--- src/snac_pkg.sv ---
// SNAC shared definitions: clock, rate step table, controller and poll state enums, widths
package snac_pkg;

    localparam int MASTER_CLK_FREQ = 50_000_000;   // Core clock in Hz
    localparam int STEP_W          = 32;           // Phase accumulator width
    localparam int RATE_W          = 3;            // Sample rate select width
    localparam int NUM_RATES       = 7;
    localparam int BTN_W           = 16;           // Button word per player
    localparam int BIT_IDX_W       = $clog2(BTN_W);

    // Bits clocked out per frame for each serial latch pad
    localparam logic [BIT_IDX_W:0] NES_BITS  = 8;
    localparam logic [BIT_IDX_W:0] DB15_BITS = 12;
    localparam logic [BIT_IDX_W:0] SNES_BITS = 16;

    // Adapter configuration select
    localparam logic CONF_A = 1'b0;
    localparam logic CONF_B = 1'b1;

    typedef enum logic [4:0] {
        GC_DISABLED = 5'd0,
        GC_DB15     = 5'd1,
        GC_NES      = 5'd2,
        GC_SNES     = 5'd3
    } gc_type_e;                                    // Unlisted codes act as disabled

    typedef enum logic [2:0] {
        ST_IDLE,
        ST_LATCH_HI,
        ST_LATCH_LO,
        ST_CLK_LO,
        ST_CLK_HI
    } poll_state_e;

    // Sequencer runs at twice the poll rate, so one full turn per half period
    function automatic logic [STEP_W-1:0] calc_step(input longint unsigned hz);
        logic [63:0] full;
        full = ((64'd1 << STEP_W) * 64'd2 * hz) / 64'(MASTER_CLK_FREQ);
        return full[STEP_W-1:0];
    endfunction

    localparam logic [STEP_W-1:0] rate_steps [NUM_RATES] = '{
        calc_step(100_000),     // 0 compat
        calc_step(200_000),     // 1 normal
        calc_step(400_000),     // 2 fast
        calc_step(1_000_000),   // 3 very fast
        calc_step(20_000),      // 4 slow SNES
        calc_step(1_080),       // 5 near 60 Hz frames
        calc_step(2_160)        // 6 near 120 Hz frames
    };

    function automatic logic gc_active(input gc_type_e t);
        return (t == GC_DB15) || (t == GC_NES) || (t == GC_SNES);
    endfunction

    function automatic logic [BIT_IDX_W:0] frame_bits(input gc_type_e t);
        case (t)
            GC_NES:  return NES_BITS;
            GC_DB15: return DB15_BITS;
            GC_SNES: return SNES_BITS;
            default: return '0;
        endcase
    endfunction

endpackage
--- src/snac_top.sv ---
// SNAC controller top: settings registers, restart on change, strobe, poller and router
`timescale 1ns/1ps

module snac_top import snac_pkg::*; (
    input  logic              i_clk,
    input  logic              i_rst_n,
    input  logic              i_conf_ab,
    input  logic [4:0]        i_game_cont_type,
    input  logic [RATE_W-1:0] i_sample_rate,
    output logic [BTN_W-1:0]  o_p1_btn,
    output logic [BTN_W-1:0]  o_p2_btn,
    output logic              o_busy,
    output logic              o_cart_bk0_dir,
    input  logic [3:0]        i_cart_bk0_in,
    output logic [1:0]        o_cart_bk1_out,
    output logic              o_cart_pin30_out,
    output logic              o_cart_pin30_dir,
    input  logic              i_cart_pin30_in,   // Pin30 is never an input here
    output logic              o_cart_pin31_out,
    output logic              o_cart_pin31_dir,
    input  logic              i_cart_pin31_in
);

    logic              conf_r;
    gc_type_e          type_r;
    logic [RATE_W-1:0] rate_r;
    logic              restart;
    logic              stb;
    logic              lat;
    logic              clk_line;
    logic              clk2;
    logic              dat1;
    logic              dat2;

    // Settings registered once, restart pulses on type or rate change
    always_ff @(posedge i_clk or negedge i_rst_n) begin
        if (!i_rst_n) begin
            conf_r  <= CONF_A;
            type_r  <= GC_DISABLED;
            rate_r  <= '0;
            restart <= 1'b1;                  // Held through reset
        end else begin
            conf_r  <= i_conf_ab;
            type_r  <= gc_type_e'(i_game_cont_type);
            rate_r  <= i_sample_rate;
            restart <= (type_r != i_game_cont_type) || (rate_r != i_sample_rate);
        end
    end

    snac_strobe_gen u_stb (
        .i_clk     (i_clk),
        .i_rst_n   (i_rst_n),
        .i_restart (restart),
        .i_type    (type_r),
        .i_rate    (rate_r),
        .o_stb     (stb)
    );

    snac_serlatch_poller u_poll (
        .i_clk     (i_clk),
        .i_rst_n   (i_rst_n),
        .i_restart (restart),
        .i_type    (type_r),
        .i_stb     (stb),
        .i_dat1    (dat1),
        .i_dat2    (dat2),
        .o_lat     (lat),
        .o_clk     (clk_line),
        .o_clk2    (clk2),
        .o_busy    (o_busy),
        .o_p1_btn  (o_p1_btn),
        .o_p2_btn  (o_p2_btn)
    );

    snac_pin_router u_route (
        .i_conf      (conf_r),
        .i_lat       (lat),
        .i_clk_line  (clk_line),
        .i_clk2      (clk2),
        .o_dat1      (dat1),
        .o_dat2      (dat2),
        .i_bk0_in    (i_cart_bk0_in),
        .o_bk0_dir   (o_cart_bk0_dir),
        .o_bk1_out   (o_cart_bk1_out),
        .o_pin30_out (o_cart_pin30_out),
        .o_pin30_dir (o_cart_pin30_dir),
        .i_pin31_in  (i_cart_pin31_in),
        .o_pin31_out (o_cart_pin31_out),
        .o_pin31_dir (o_cart_pin31_dir)
    );

endmodule

--- src/snac_pin_router.sv ---
// Cartridge pin routing and directions for adapter configurations A and B
`timescale 1ns/1ps

module snac_pin_router import snac_pkg::*; (
    input  logic       i_conf,        // CONF_A or CONF_B
    input  logic       i_lat,
    input  logic       i_clk_line,
    input  logic       i_clk2,
    output logic       o_dat1,
    output logic       o_dat2,
    input  logic [3:0] i_bk0_in,      // Bank0 bits 7:4
    output logic       o_bk0_dir,
    output logic [1:0] o_bk1_out,     // Bank1 bits 7:6
    output logic       o_pin30_out,
    output logic       o_pin30_dir,
    input  logic       i_pin31_in,    // Reserved for crossed-cable alternate data
    output logic       o_pin31_out,
    output logic       o_pin31_dir
);

    always_comb begin
        o_bk0_dir = 1'b0;                     // Bank0 always input
        o_bk1_out = {i_lat, i_clk_line};      // Bit 7 latch, bit 6 clock
        if (i_conf == CONF_A) begin
            o_pin30_dir = 1'b1;
            o_pin30_out = i_clk2;             // Second clock on IO5
            o_pin31_dir = 1'b0;
            o_pin31_out = 1'b0;
            o_dat1      = i_bk0_in[0];        // Bank0 bit 4
            o_dat2      = i_bk0_in[1];        // Bank0 bit 5
        end else begin
            o_pin30_dir = 1'b1;
            o_pin30_out = 1'b0;
            o_pin31_dir = 1'b1;
            o_pin31_out = 1'b0;
            o_dat1      = 1'b1;               // Idle high, nothing pressed
            o_dat2      = 1'b1;
        end
    end

endmodule

--- src/snac_serlatch_poller.sv ---
// Serial latch poll sequencer: latch pulse, bit clocking and two-player capture
`timescale 1ns/1ps

module snac_serlatch_poller import snac_pkg::*; (
    input  logic             i_clk,
    input  logic             i_rst_n,
    input  logic             i_restart,
    input  gc_type_e         i_type,
    input  logic             i_stb,       // Advance one state per strobe
    input  logic             i_dat1,      // Player 1 data, active low
    input  logic             i_dat2,      // Player 2 data, active low
    output logic             o_lat,
    output logic             o_clk,
    output logic             o_clk2,
    output logic             o_busy,
    output logic [BTN_W-1:0] o_p1_btn,
    output logic [BTN_W-1:0] o_p2_btn
);

    poll_state_e          state;
    logic [BIT_IDX_W-1:0] bit_cnt;        // Bit position k within the frame
    logic [BTN_W-1:0]     sr1;
    logic [BTN_W-1:0]     sr2;
    logic                 clk_q;
    logic                 active;
    logic                 last_bit;

    assign active   = gc_active(i_type);
    assign last_bit = ({1'b0, bit_cnt} == frame_bits(i_type) - 1'b1);

    // Both pads share one clock waveform
    assign o_clk  = clk_q;
    assign o_clk2 = clk_q;

    always_ff @(posedge i_clk or negedge i_rst_n) begin
        if (!i_rst_n) begin
            state    <= ST_IDLE;
            bit_cnt  <= '0;
            o_lat    <= 1'b0;
            clk_q    <= 1'b0;
            o_busy   <= 1'b0;
            o_p1_btn <= '0;
            o_p2_btn <= '0;
        end else if (i_restart || !active) begin
            // Setting change or disabled pad, park everything
            state    <= ST_IDLE;
            bit_cnt  <= '0;
            o_lat    <= 1'b0;
            clk_q    <= 1'b0;
            o_busy   <= 1'b0;
            o_p1_btn <= '0;
            o_p2_btn <= '0;
        end else if (i_stb) begin
            case (state)
                ST_IDLE: begin
                    state   <= ST_LATCH_HI;
                    o_lat   <= 1'b1;           // Pads load their buttons
                    o_busy  <= 1'b1;
                    bit_cnt <= '0;
                end
                ST_LATCH_HI: begin
                    state <= ST_LATCH_LO;
                    o_lat <= 1'b0;
                end
                ST_LATCH_LO: begin
                    state <= ST_CLK_LO;
                    clk_q <= 1'b0;
                end
                ST_CLK_LO: begin
                    state <= ST_CLK_HI;        // Data sampled on this strobe
                    clk_q <= 1'b1;             // Rising edge shifts the pads
                end
                ST_CLK_HI: begin
                    clk_q <= 1'b0;
                    if (last_bit) begin
                        // Publish both words together
                        state    <= ST_IDLE;
                        o_busy   <= 1'b0;
                        o_p1_btn <= sr1;
                        o_p2_btn <= sr2;
                    end else begin
                        state   <= ST_CLK_LO;
                        bit_cnt <= bit_cnt + 1'b1;
                    end
                end
                default: begin
                    state <= ST_IDLE;
                    o_lat <= 1'b0;
                    clk_q <= 1'b0;
                    o_busy <= 1'b0;
                end
            endcase
        end
    end

    // Capture registers, cleared at each frame start so unused upper bits read 0
    always_ff @(posedge i_clk) begin
        if (i_stb) begin
            if (state == ST_IDLE) begin
                sr1 <= '0;
                sr2 <= '0;
            end else if (state == ST_CLK_LO) begin
                sr1[bit_cnt] <= ~i_dat1;       // Pressed reads as 1
                sr2[bit_cnt] <= ~i_dat2;
            end
        end
    end

endmodule

--- src/snac_strobe_gen.sv ---
// Fractional strobe generator with per-rate step selection and phase accumulator
`timescale 1ns/1ps

module snac_strobe_gen import snac_pkg::*; (
    input  logic              i_clk,
    input  logic              i_rst_n,
    input  logic              i_restart,   // Sync clear of the accumulator
    input  gc_type_e          i_type,
    input  logic [RATE_W-1:0] i_rate,
    output logic              o_stb        // One-cycle pulse on accumulator carry
);

    logic [STEP_W-1:0] step_sel;
    logic [STEP_W-1:0] step_r;
    logic [STEP_W-1:0] acc;

    // Step lookup, zero step stops the strobe entirely
    always_comb begin
        if (!gc_active(i_type)) begin
            step_sel = '0;
        end else if (int'(i_rate) < NUM_RATES) begin
            step_sel = rate_steps[i_rate];
        end else begin
            step_sel = rate_steps[0];       // Out of range falls back to compat rate
        end
    end

    always_ff @(posedge i_clk or negedge i_rst_n) begin
        if (!i_rst_n) begin
            step_r <= '0;
            acc    <= '0;
            o_stb  <= 1'b0;
        end else begin
            step_r <= step_sel;             // Registered to keep the adder path short
            if (i_restart) begin
                acc   <= '0;
                o_stb <= 1'b0;
            end else begin
                // Carry out of the add is the strobe
                {o_stb, acc} <= {1'b0, acc} + {1'b0, step_r};
            end
        end
    end

endmodule

--- config.mk ---
export PLATFORM = sky130hd
export DESIGN_NAME = snac_top
export DESIGN_NICKNAME = d
export VERILOG_FILES = /design/src/snac_pkg.sv /design/src/snac_top.sv /design/src/snac_pin_router.sv /design/src/snac_serlatch_poller.sv /design/src/snac_strobe_gen.sv
export SDC_FILE = /design/constraint.sdc
export NUM_CORES = 1
export LEC_CHECK = 0
export BUFFER_PORTS_ARGS = -buffer_cell sky130_fd_sc_hd__buf_2
export CORE_MARGIN = 8
export CORE_UTILIZATION = 65
export DETAILED_ROUTE_END_ITERATION = 8
export HOLD_SLACK_MARGIN = 0.15
export PLACE_DENSITY_LB_ADDON = 0.2
export REMOVE_ABC_BUFFERS = 1
export SYNTH_ARGS = -nofsm -noshare
export SYNTH_HDL_FRONTEND = slang
export SYNTH_SLANG_ARGS = --single-unit
--- constraint.sdc ---
create_clock -name i_clk -period 7.2 [get_ports i_clk]
set_input_delay 0 -clock i_clk [delete_from_list [all_inputs] [get_ports i_clk]]
set_output_delay 0 -clock i_clk [all_outputs]
set_load 0.01 [all_outputs]
Yosys cells after proc, flatten, opt, wreduce, memory -nomap -nowiden
Memories as Yosys holds them, arrays and structs flattened.
Index checks and enable logic that the tools add are counted.
Cells by class
  equality and inequality tests: 15
  order comparisons: 4
  add/subtract/negate cells: 3
  reduce and logical (&&, ||, !) cells: 21
  bitwise logic cells: 3
  multiplexer cells: 43
Operators with widths (count)
  2-to-1 mux 16 bit: 10
  2-to-1 mux 32 bit: 5
  adder 32 x 32 -> 33 bit: 1
  bitwise mux 16 bit: 2
  case mux 3 bit (5 select lines): 1
  case mux 5 bit (3 select lines): 1
  2-to-1 mux 1 bit: 13
  2-to-1 mux 4 bit: 3
  equality test 5 x 2 -> 1 bit (second input constant): 2
  AND reduction 3 bit: 3
  case mux 4 bit (2 select lines): 1
  nonzero test 2 bit: 4
  equality test 3 x 2 -> 1 bit (second input constant): 2
  2-to-1 mux 3 bit: 2
  inequality test 2 x 1 -> 1 bit (second input constant): 3
  AND reduction 2 bit: 3
  OR reduction 3 bit: 2
  equality test 4 x 5 -> 1 bit: 1
  equality test 5 x 1 -> 1 bit (second input constant): 1
  < comparator 4 x 5 -> 1 bit (second input constant): 1
  inequality test 5 bit: 1
  subtractor 5 x 1 -> 5 bit (second input constant): 1
  adder 4 x 1 -> 4 bit (second input constant): 1
  demux 1 bit (select 4 bit): 1
  other kinds (19): 24
Word-level totals
  flip-flop bits (word level): 149
  input bits: 17
  ROM bits: 256
  memories: 1
Memory list
  (no name shown): words 8, bits a word 32, rd ports 1, clocked after memory_dff 0, write ports 0, line snac_strobe_gen.sv:22  | step_sel = rate_steps[i_rate];

Logic depth before layout (Yosys ltp)
  depth after elaboration: 8
  gate-level depth with buffers: 11

Cells and area by module
From an unflattened synthesis, not the netlist that was laid out.
Second synthesis, totals
  cells, all modules: 723
  area, all modules: 7310.8 µm²
By module, submodules not included
  snac_strobe_gen: instances 1, area an instance 3503.4 µm², cells an instance 384
  snac_serlatch_poller: instances 1, area an instance 3398.3 µm², cells an instance 307
  snac_top: instances 1, area an instance 337.8 µm², cells an instance 21
  snac_pin_router: instances 1, area an instance 71.3 µm², cells an instance 11

Worst setup path before layout
No wires, ideal clock.
  path kind: reg2reg
  start point: register u_poll.state[1]
  end point: register u_poll.sr1[0] (enable)
  stages on the path, launching flop included: 4
  path buffers: 1
  arrival: 2.951 ns
  path slack: 3.788 ns
  cells stage by stage: dfrtp_1 -> clkbuf_1 -> xor2_1 -> nor3_1
On the way
  cells in the longest elaborated chain, start to end: 3
RTL lines
  start, declared: line snac_serlatch_poller.sv:20  | poll_state_e state;
  start signal, assigned: line snac_serlatch_poller.sv:37  | state <= ST_IDLE;
  start signal, assigned: line snac_serlatch_poller.sv:46  | state <= ST_IDLE;
  start signal, assigned: line snac_serlatch_poller.sv:56  | state <= ST_LATCH_HI;
  equality test 3 x 2 -> 1 bit / logical NOT 3 bit (equally long branches): line snac_serlatch_poller.sv:102, snac_serlatch_poller.sv:99
  nonzero test 2 bit (no source line) *
  AND reduction 2 bit (no source line) *
  end signal, assigned by index: line snac_serlatch_poller.sv:103  | sr1[bit_cnt] <= ~i_dat1;
  end, declared: line snac_serlatch_poller.sv:22  | logic [BTN_W-1:0] sr1;
Mark *: on every way between the ends. The rest lies on a longest branch, timed or not.
A chain may end at the register's enable or synchronous reset.

Worst setup path after layout
  start point: register u_poll.bit_cnt[3]
  end point: register u_poll.o_p2_btn[5]
On the way
  cells in the longest elaborated chain, start to end: 3
RTL lines
  start, declared: line snac_serlatch_poller.sv:21  | logic [BIT_IDX_W-1:0] bit_cnt;
  start signal, assigned: line snac_serlatch_poller.sv:83  | bit_cnt <= bit_cnt + 1'b1;
  equality test 4 x 5 -> 1 bit: line snac_serlatch_poller.sv:29  | assign last_bit = ({1'b0, bit_cnt} == frame_bits(i_type) - 1'b1);
  nonzero test 2 bit (no source line)
  AND reduction 3 bit (no source line)
  end signal, assigned: line snac_serlatch_poller.sv:80  | o_p2_btn <= sr2;
  end, declared: line snac_serlatch_poller.sv:17  | output logic [BTN_W-1:0] o_p2_btn
Every way passes these cells.

==> out/results.ini <==
[place]
gp_congestion = 0.8916
numPortBuffers = 49
dp_hpwl_mm = 10.84
placed_cell_area_um2 = 7507

[setup_path]
critPathTopFamily = simple AND/OR/NAND/NOR gates
startpoint_type = flip-flop
cp.buffers_inverters = 0
worstPathCellList = nor2b_1, and4b_1, a21oi_2, nand2b_4, nor3_4, a22o_1
rr_worst_depth = 6
critPathCaptureType = flip-flop
slowest_delay_ps = 970
cp.required_ps = 7660
slowest_stage = nor3_4
r2r_start = u_poll.bit_cnt[3]$_DFFE_PN0P_
cp_max_fo = 32
criticalPathCategory = reg2reg
rrSetupSlack_ps = 3940
critPathArrivalTime_ps = 3720
r2r_end = u_poll.o_p2_btn[5]$_DFFE_PN0P_

[power_and_ir_drop]
pwr-share-comb = 0.035
intPower_mw = 1.353
seq_power_share = 0.472
p_clk_frac = 0.493
switchingPower_mw = 0.3885
vdd_drop_max_uv = 203.7
powerDensity_nw_per_um2 = 208.9
swShare = 0.2231
leakage_nw = 3.900

[sta]
fin_crit_ps = 3259
tns_ps = 0
rsz0062_at_grt = false
slew_headroom = 0.2064
max_freq_mhz = 306.9
worst_pin_slew_ps = 1187
finalClockSkew_ps = 6.850
finalCritPeriodShare = 0.4526
setup_violations = 0
hold_viol = 0
drv_slew = 0

[grt]
grt_first_pass_wirelength_mm = 27.74
track_usage = 0.2333
antenna_found_initial = 0
grt_pass1_vias = 5627
grt_max_degree = 73
gr-total-overflow = 0

[logic_synthesis]
synth_edf_count = 32
synth-main-ff-cell = dfrtp_1
yosysSeqAreaShare = 0.5061
synth_area_um2 = 7241
synth_area_per_cell_um2 = 10.07
async_reset_ff_frac = 0.7714
synth_cells = 719
ys_types = 71
synth_warnings = 0
ys_ff_latch = 140

[layout]
syn_to_final_growth_pct = 15.12
n_antenna_cell = 0
layout.nets = 829
fin_area_um2 = 8335
layout_commonest_cell = dfrtp_1
drive_above_1_share = 0.1332
layout_common_cells = 107 x dfrtp_1, 87 x a21oi_1, 70 x nand2_1, 59 x nor2_1, 48 x buf_2
n_fill_cell = 684

[floorplan]
die_w_um = 121.5
die_h_um = 121.5
start_util = 0.6679
num_io_pins = 57
core-area_um2 = 10840
rows = 38
fp.dieArea_um2 = 14770

[clock_tree]
clock_sinks = 140
cts_tree = built
ctsHtreeMaxLevel = 4
clock_path_buffers = 2
cts-root-buf = clkbuf_8
cts_buffers = 17
cts_setup_buffers = 0
path_clk_slew_ps = 60
clock_latency_ps = 520

[worst_hold_path]
hold_depth = 5
hp-class = in2reg
min_from = i_game_cont_type[2]
hold_end = restart$_DFF_PN1_

[route]
vias = 5673
firstDrtPassIters = 5
drt_iter0_drc = 476
drcViolationCount = 0
drt-vias-per-instance = 6.113
routed_wl_mm = 16.66
wl_per_cell_um = 17.96
route.antenna.remaining_nets = 0

[run]
maxCapViolations = 0

[outcome]
status = completed

kinds of logic (layout without fill, tap and decap cells):
logic type | count (synthesis) | count (layout) | synth area share
and+or+nand+nor | 243 | 243 | 0.1624
AOI/OAI and AO/OA | 205 | 205 | 0.1852
DFF | 140 | 140 | 0.5061
buffers and inverters | 60 | 128 | 0.03992
adders and majority gates | 37 | 37 | 0.06497
xor gates and xnor gates | 28 | 28 | 0.03387
muxes | 4 | 4 | 0.006393
other | 2 | 3 | 0.001037
layer usage:
layer	routed length, µm	vias to the layer above	track usage
met5	0	-	0
met1	6749	2772	0.2791
met2	8784	183	0.4071
li1	-	2685	-
met4	327	0	0.08404
met3	802	33	0.05044
how the worst max path moves through the flow:
stage	to	cells past startpoint	from
finish	u_poll.o_p2_btn[5]$_DFFE_PN0P_	6	u_poll.bit_cnt[3]$_DFFE_PN0P_
global placement	u_poll.o_p2_btn[13]$_DFFE_PN0P_	6	u_poll.bit_cnt[3]$_DFFE_PN0P_
detailed placement	u_poll.o_p2_btn[5]$_DFFE_PN0P_	6	u_poll.bit_cnt[3]$_DFFE_PN0P_
floorplan	u_poll.sr1[0]$_SDFFCE_PN0P_	2	u_poll.state[1]$_DFFE_PN0P_
global route	u_poll.o_p1_btn[10]$_DFFE_PN0P_	6	u_poll.bit_cnt[3]$_DFFE_PN0P_
CTS	u_poll.o_p2_btn[5]$_DFFE_PN0P_	6	u_poll.bit_cnt[3]$_DFFE_PN0P_
cells in the mapped netlist, types with 3 or more instances:
master,count,share of area
nor3_1,23,0.016
a21oi_1,87,0.060
clkbuf_1,25,0.013
a211oi_1,7,0.0073
a31oi_1,5,0.0043
o21ai_1,4,0.0028
buf_4,8,0.0083
a22o_1,33,0.040
dfrtp_1,107,0.37
inv_1,18,0.0093
buf_6,4,0.0062
and3_1,7,0.0060
edfxtp_1,32,0.13
nand3b_1,3,0.0031
nand4_1,3,0.0026
xnor2_1,10,0.012
xor2_1,18,0.022
a21o_1,16,0.017
o21ai_0,22,0.015
nand2_1,70,0.036
nor2b_1,13,0.011
nand3_1,37,0.026
o21a_1,6,0.0062
ha_1,36,0.062
nand2b_1,9,0.0078
nor2_1,59,0.031
power by group through the flow:
stage	registers (mW)	logic, mW	clock network, mW
6_report	0.821	0.0607	0.859
5_1_grt	0.822	0.0680	0.909
4_1_cts	0.821	0.0598	0.870
3_5_place_dp	0.836	0.0487	0
3_3_place_gp	0.836	0.0470	0
2_1_floorplan	0.834	0.0236	0
stage by stage:
step	util	hold WS [ps]	power, mW	worst slack (ps)	instances
floorplan	-	-295.6	0.8580	3878	678
CTS	0.7689	382.6	1.751	3951	928
finish	0.7689	392.1	1.742	3941	928
global route	0.7689	456.7	1.798	3729	928
detailed placement	0.6925	5.649	0.8847	4002	873
global placement	0.6925	-3.787	0.8827	4081	873
worst register-to-register path, cell delays in order (launching register included):
cell and delay (ps):
dfrtp_1 590, nor2b_1 750, and4b_1 310, a21oi_2 70, nand2b_4 220, nor3_4 980
a22o_1 270
layout make-up:
cell class / count / area [µm²] / share of cell area
inverter: 18 / 67.56 / 0.008106
multi-input combinational: 520 / 3307 / 0.3967
clock buffer: 23 / 489.2 / 0.05869
timing repair buffer: 78 / 533.0 / 0.06394
clock inverter: 9 / 98.84 / 0.01186
sequential: 140 / 3665 / 0.4397
tap: 140 / 175.2 / 0.02101
registers in the layout, indices dropped and copies added, names as in the netlist:
| name | cells |
|---|---|
| conf_r | 1 |
| rate_r | 3 |
| restart | 1 |
| type_r | 5 |
| u_poll.bit_cnt | 4 |
| u_poll.o_busy | 1 |
| u_poll.o_clk | 1 |
| u_poll.o_lat | 1 |
| u_poll.o_p1_btn | 16 |
| u_poll.o_p2_btn | 16 |
| u_poll.sr1 | 16 |
| u_poll.sr2 | 16 |
| u_poll.state | 3 |
| u_stb.acc | 32 |
| u_stb.o_stb | 1 |
| u_stb.step_r | 23 |
repair_timing:
item                      in CTS  in global routing
hold endpoints to repair      56                  0
hold buffers                  23                  0
gates resized for setup        0                  0
(Power assumes the default switching activity.)
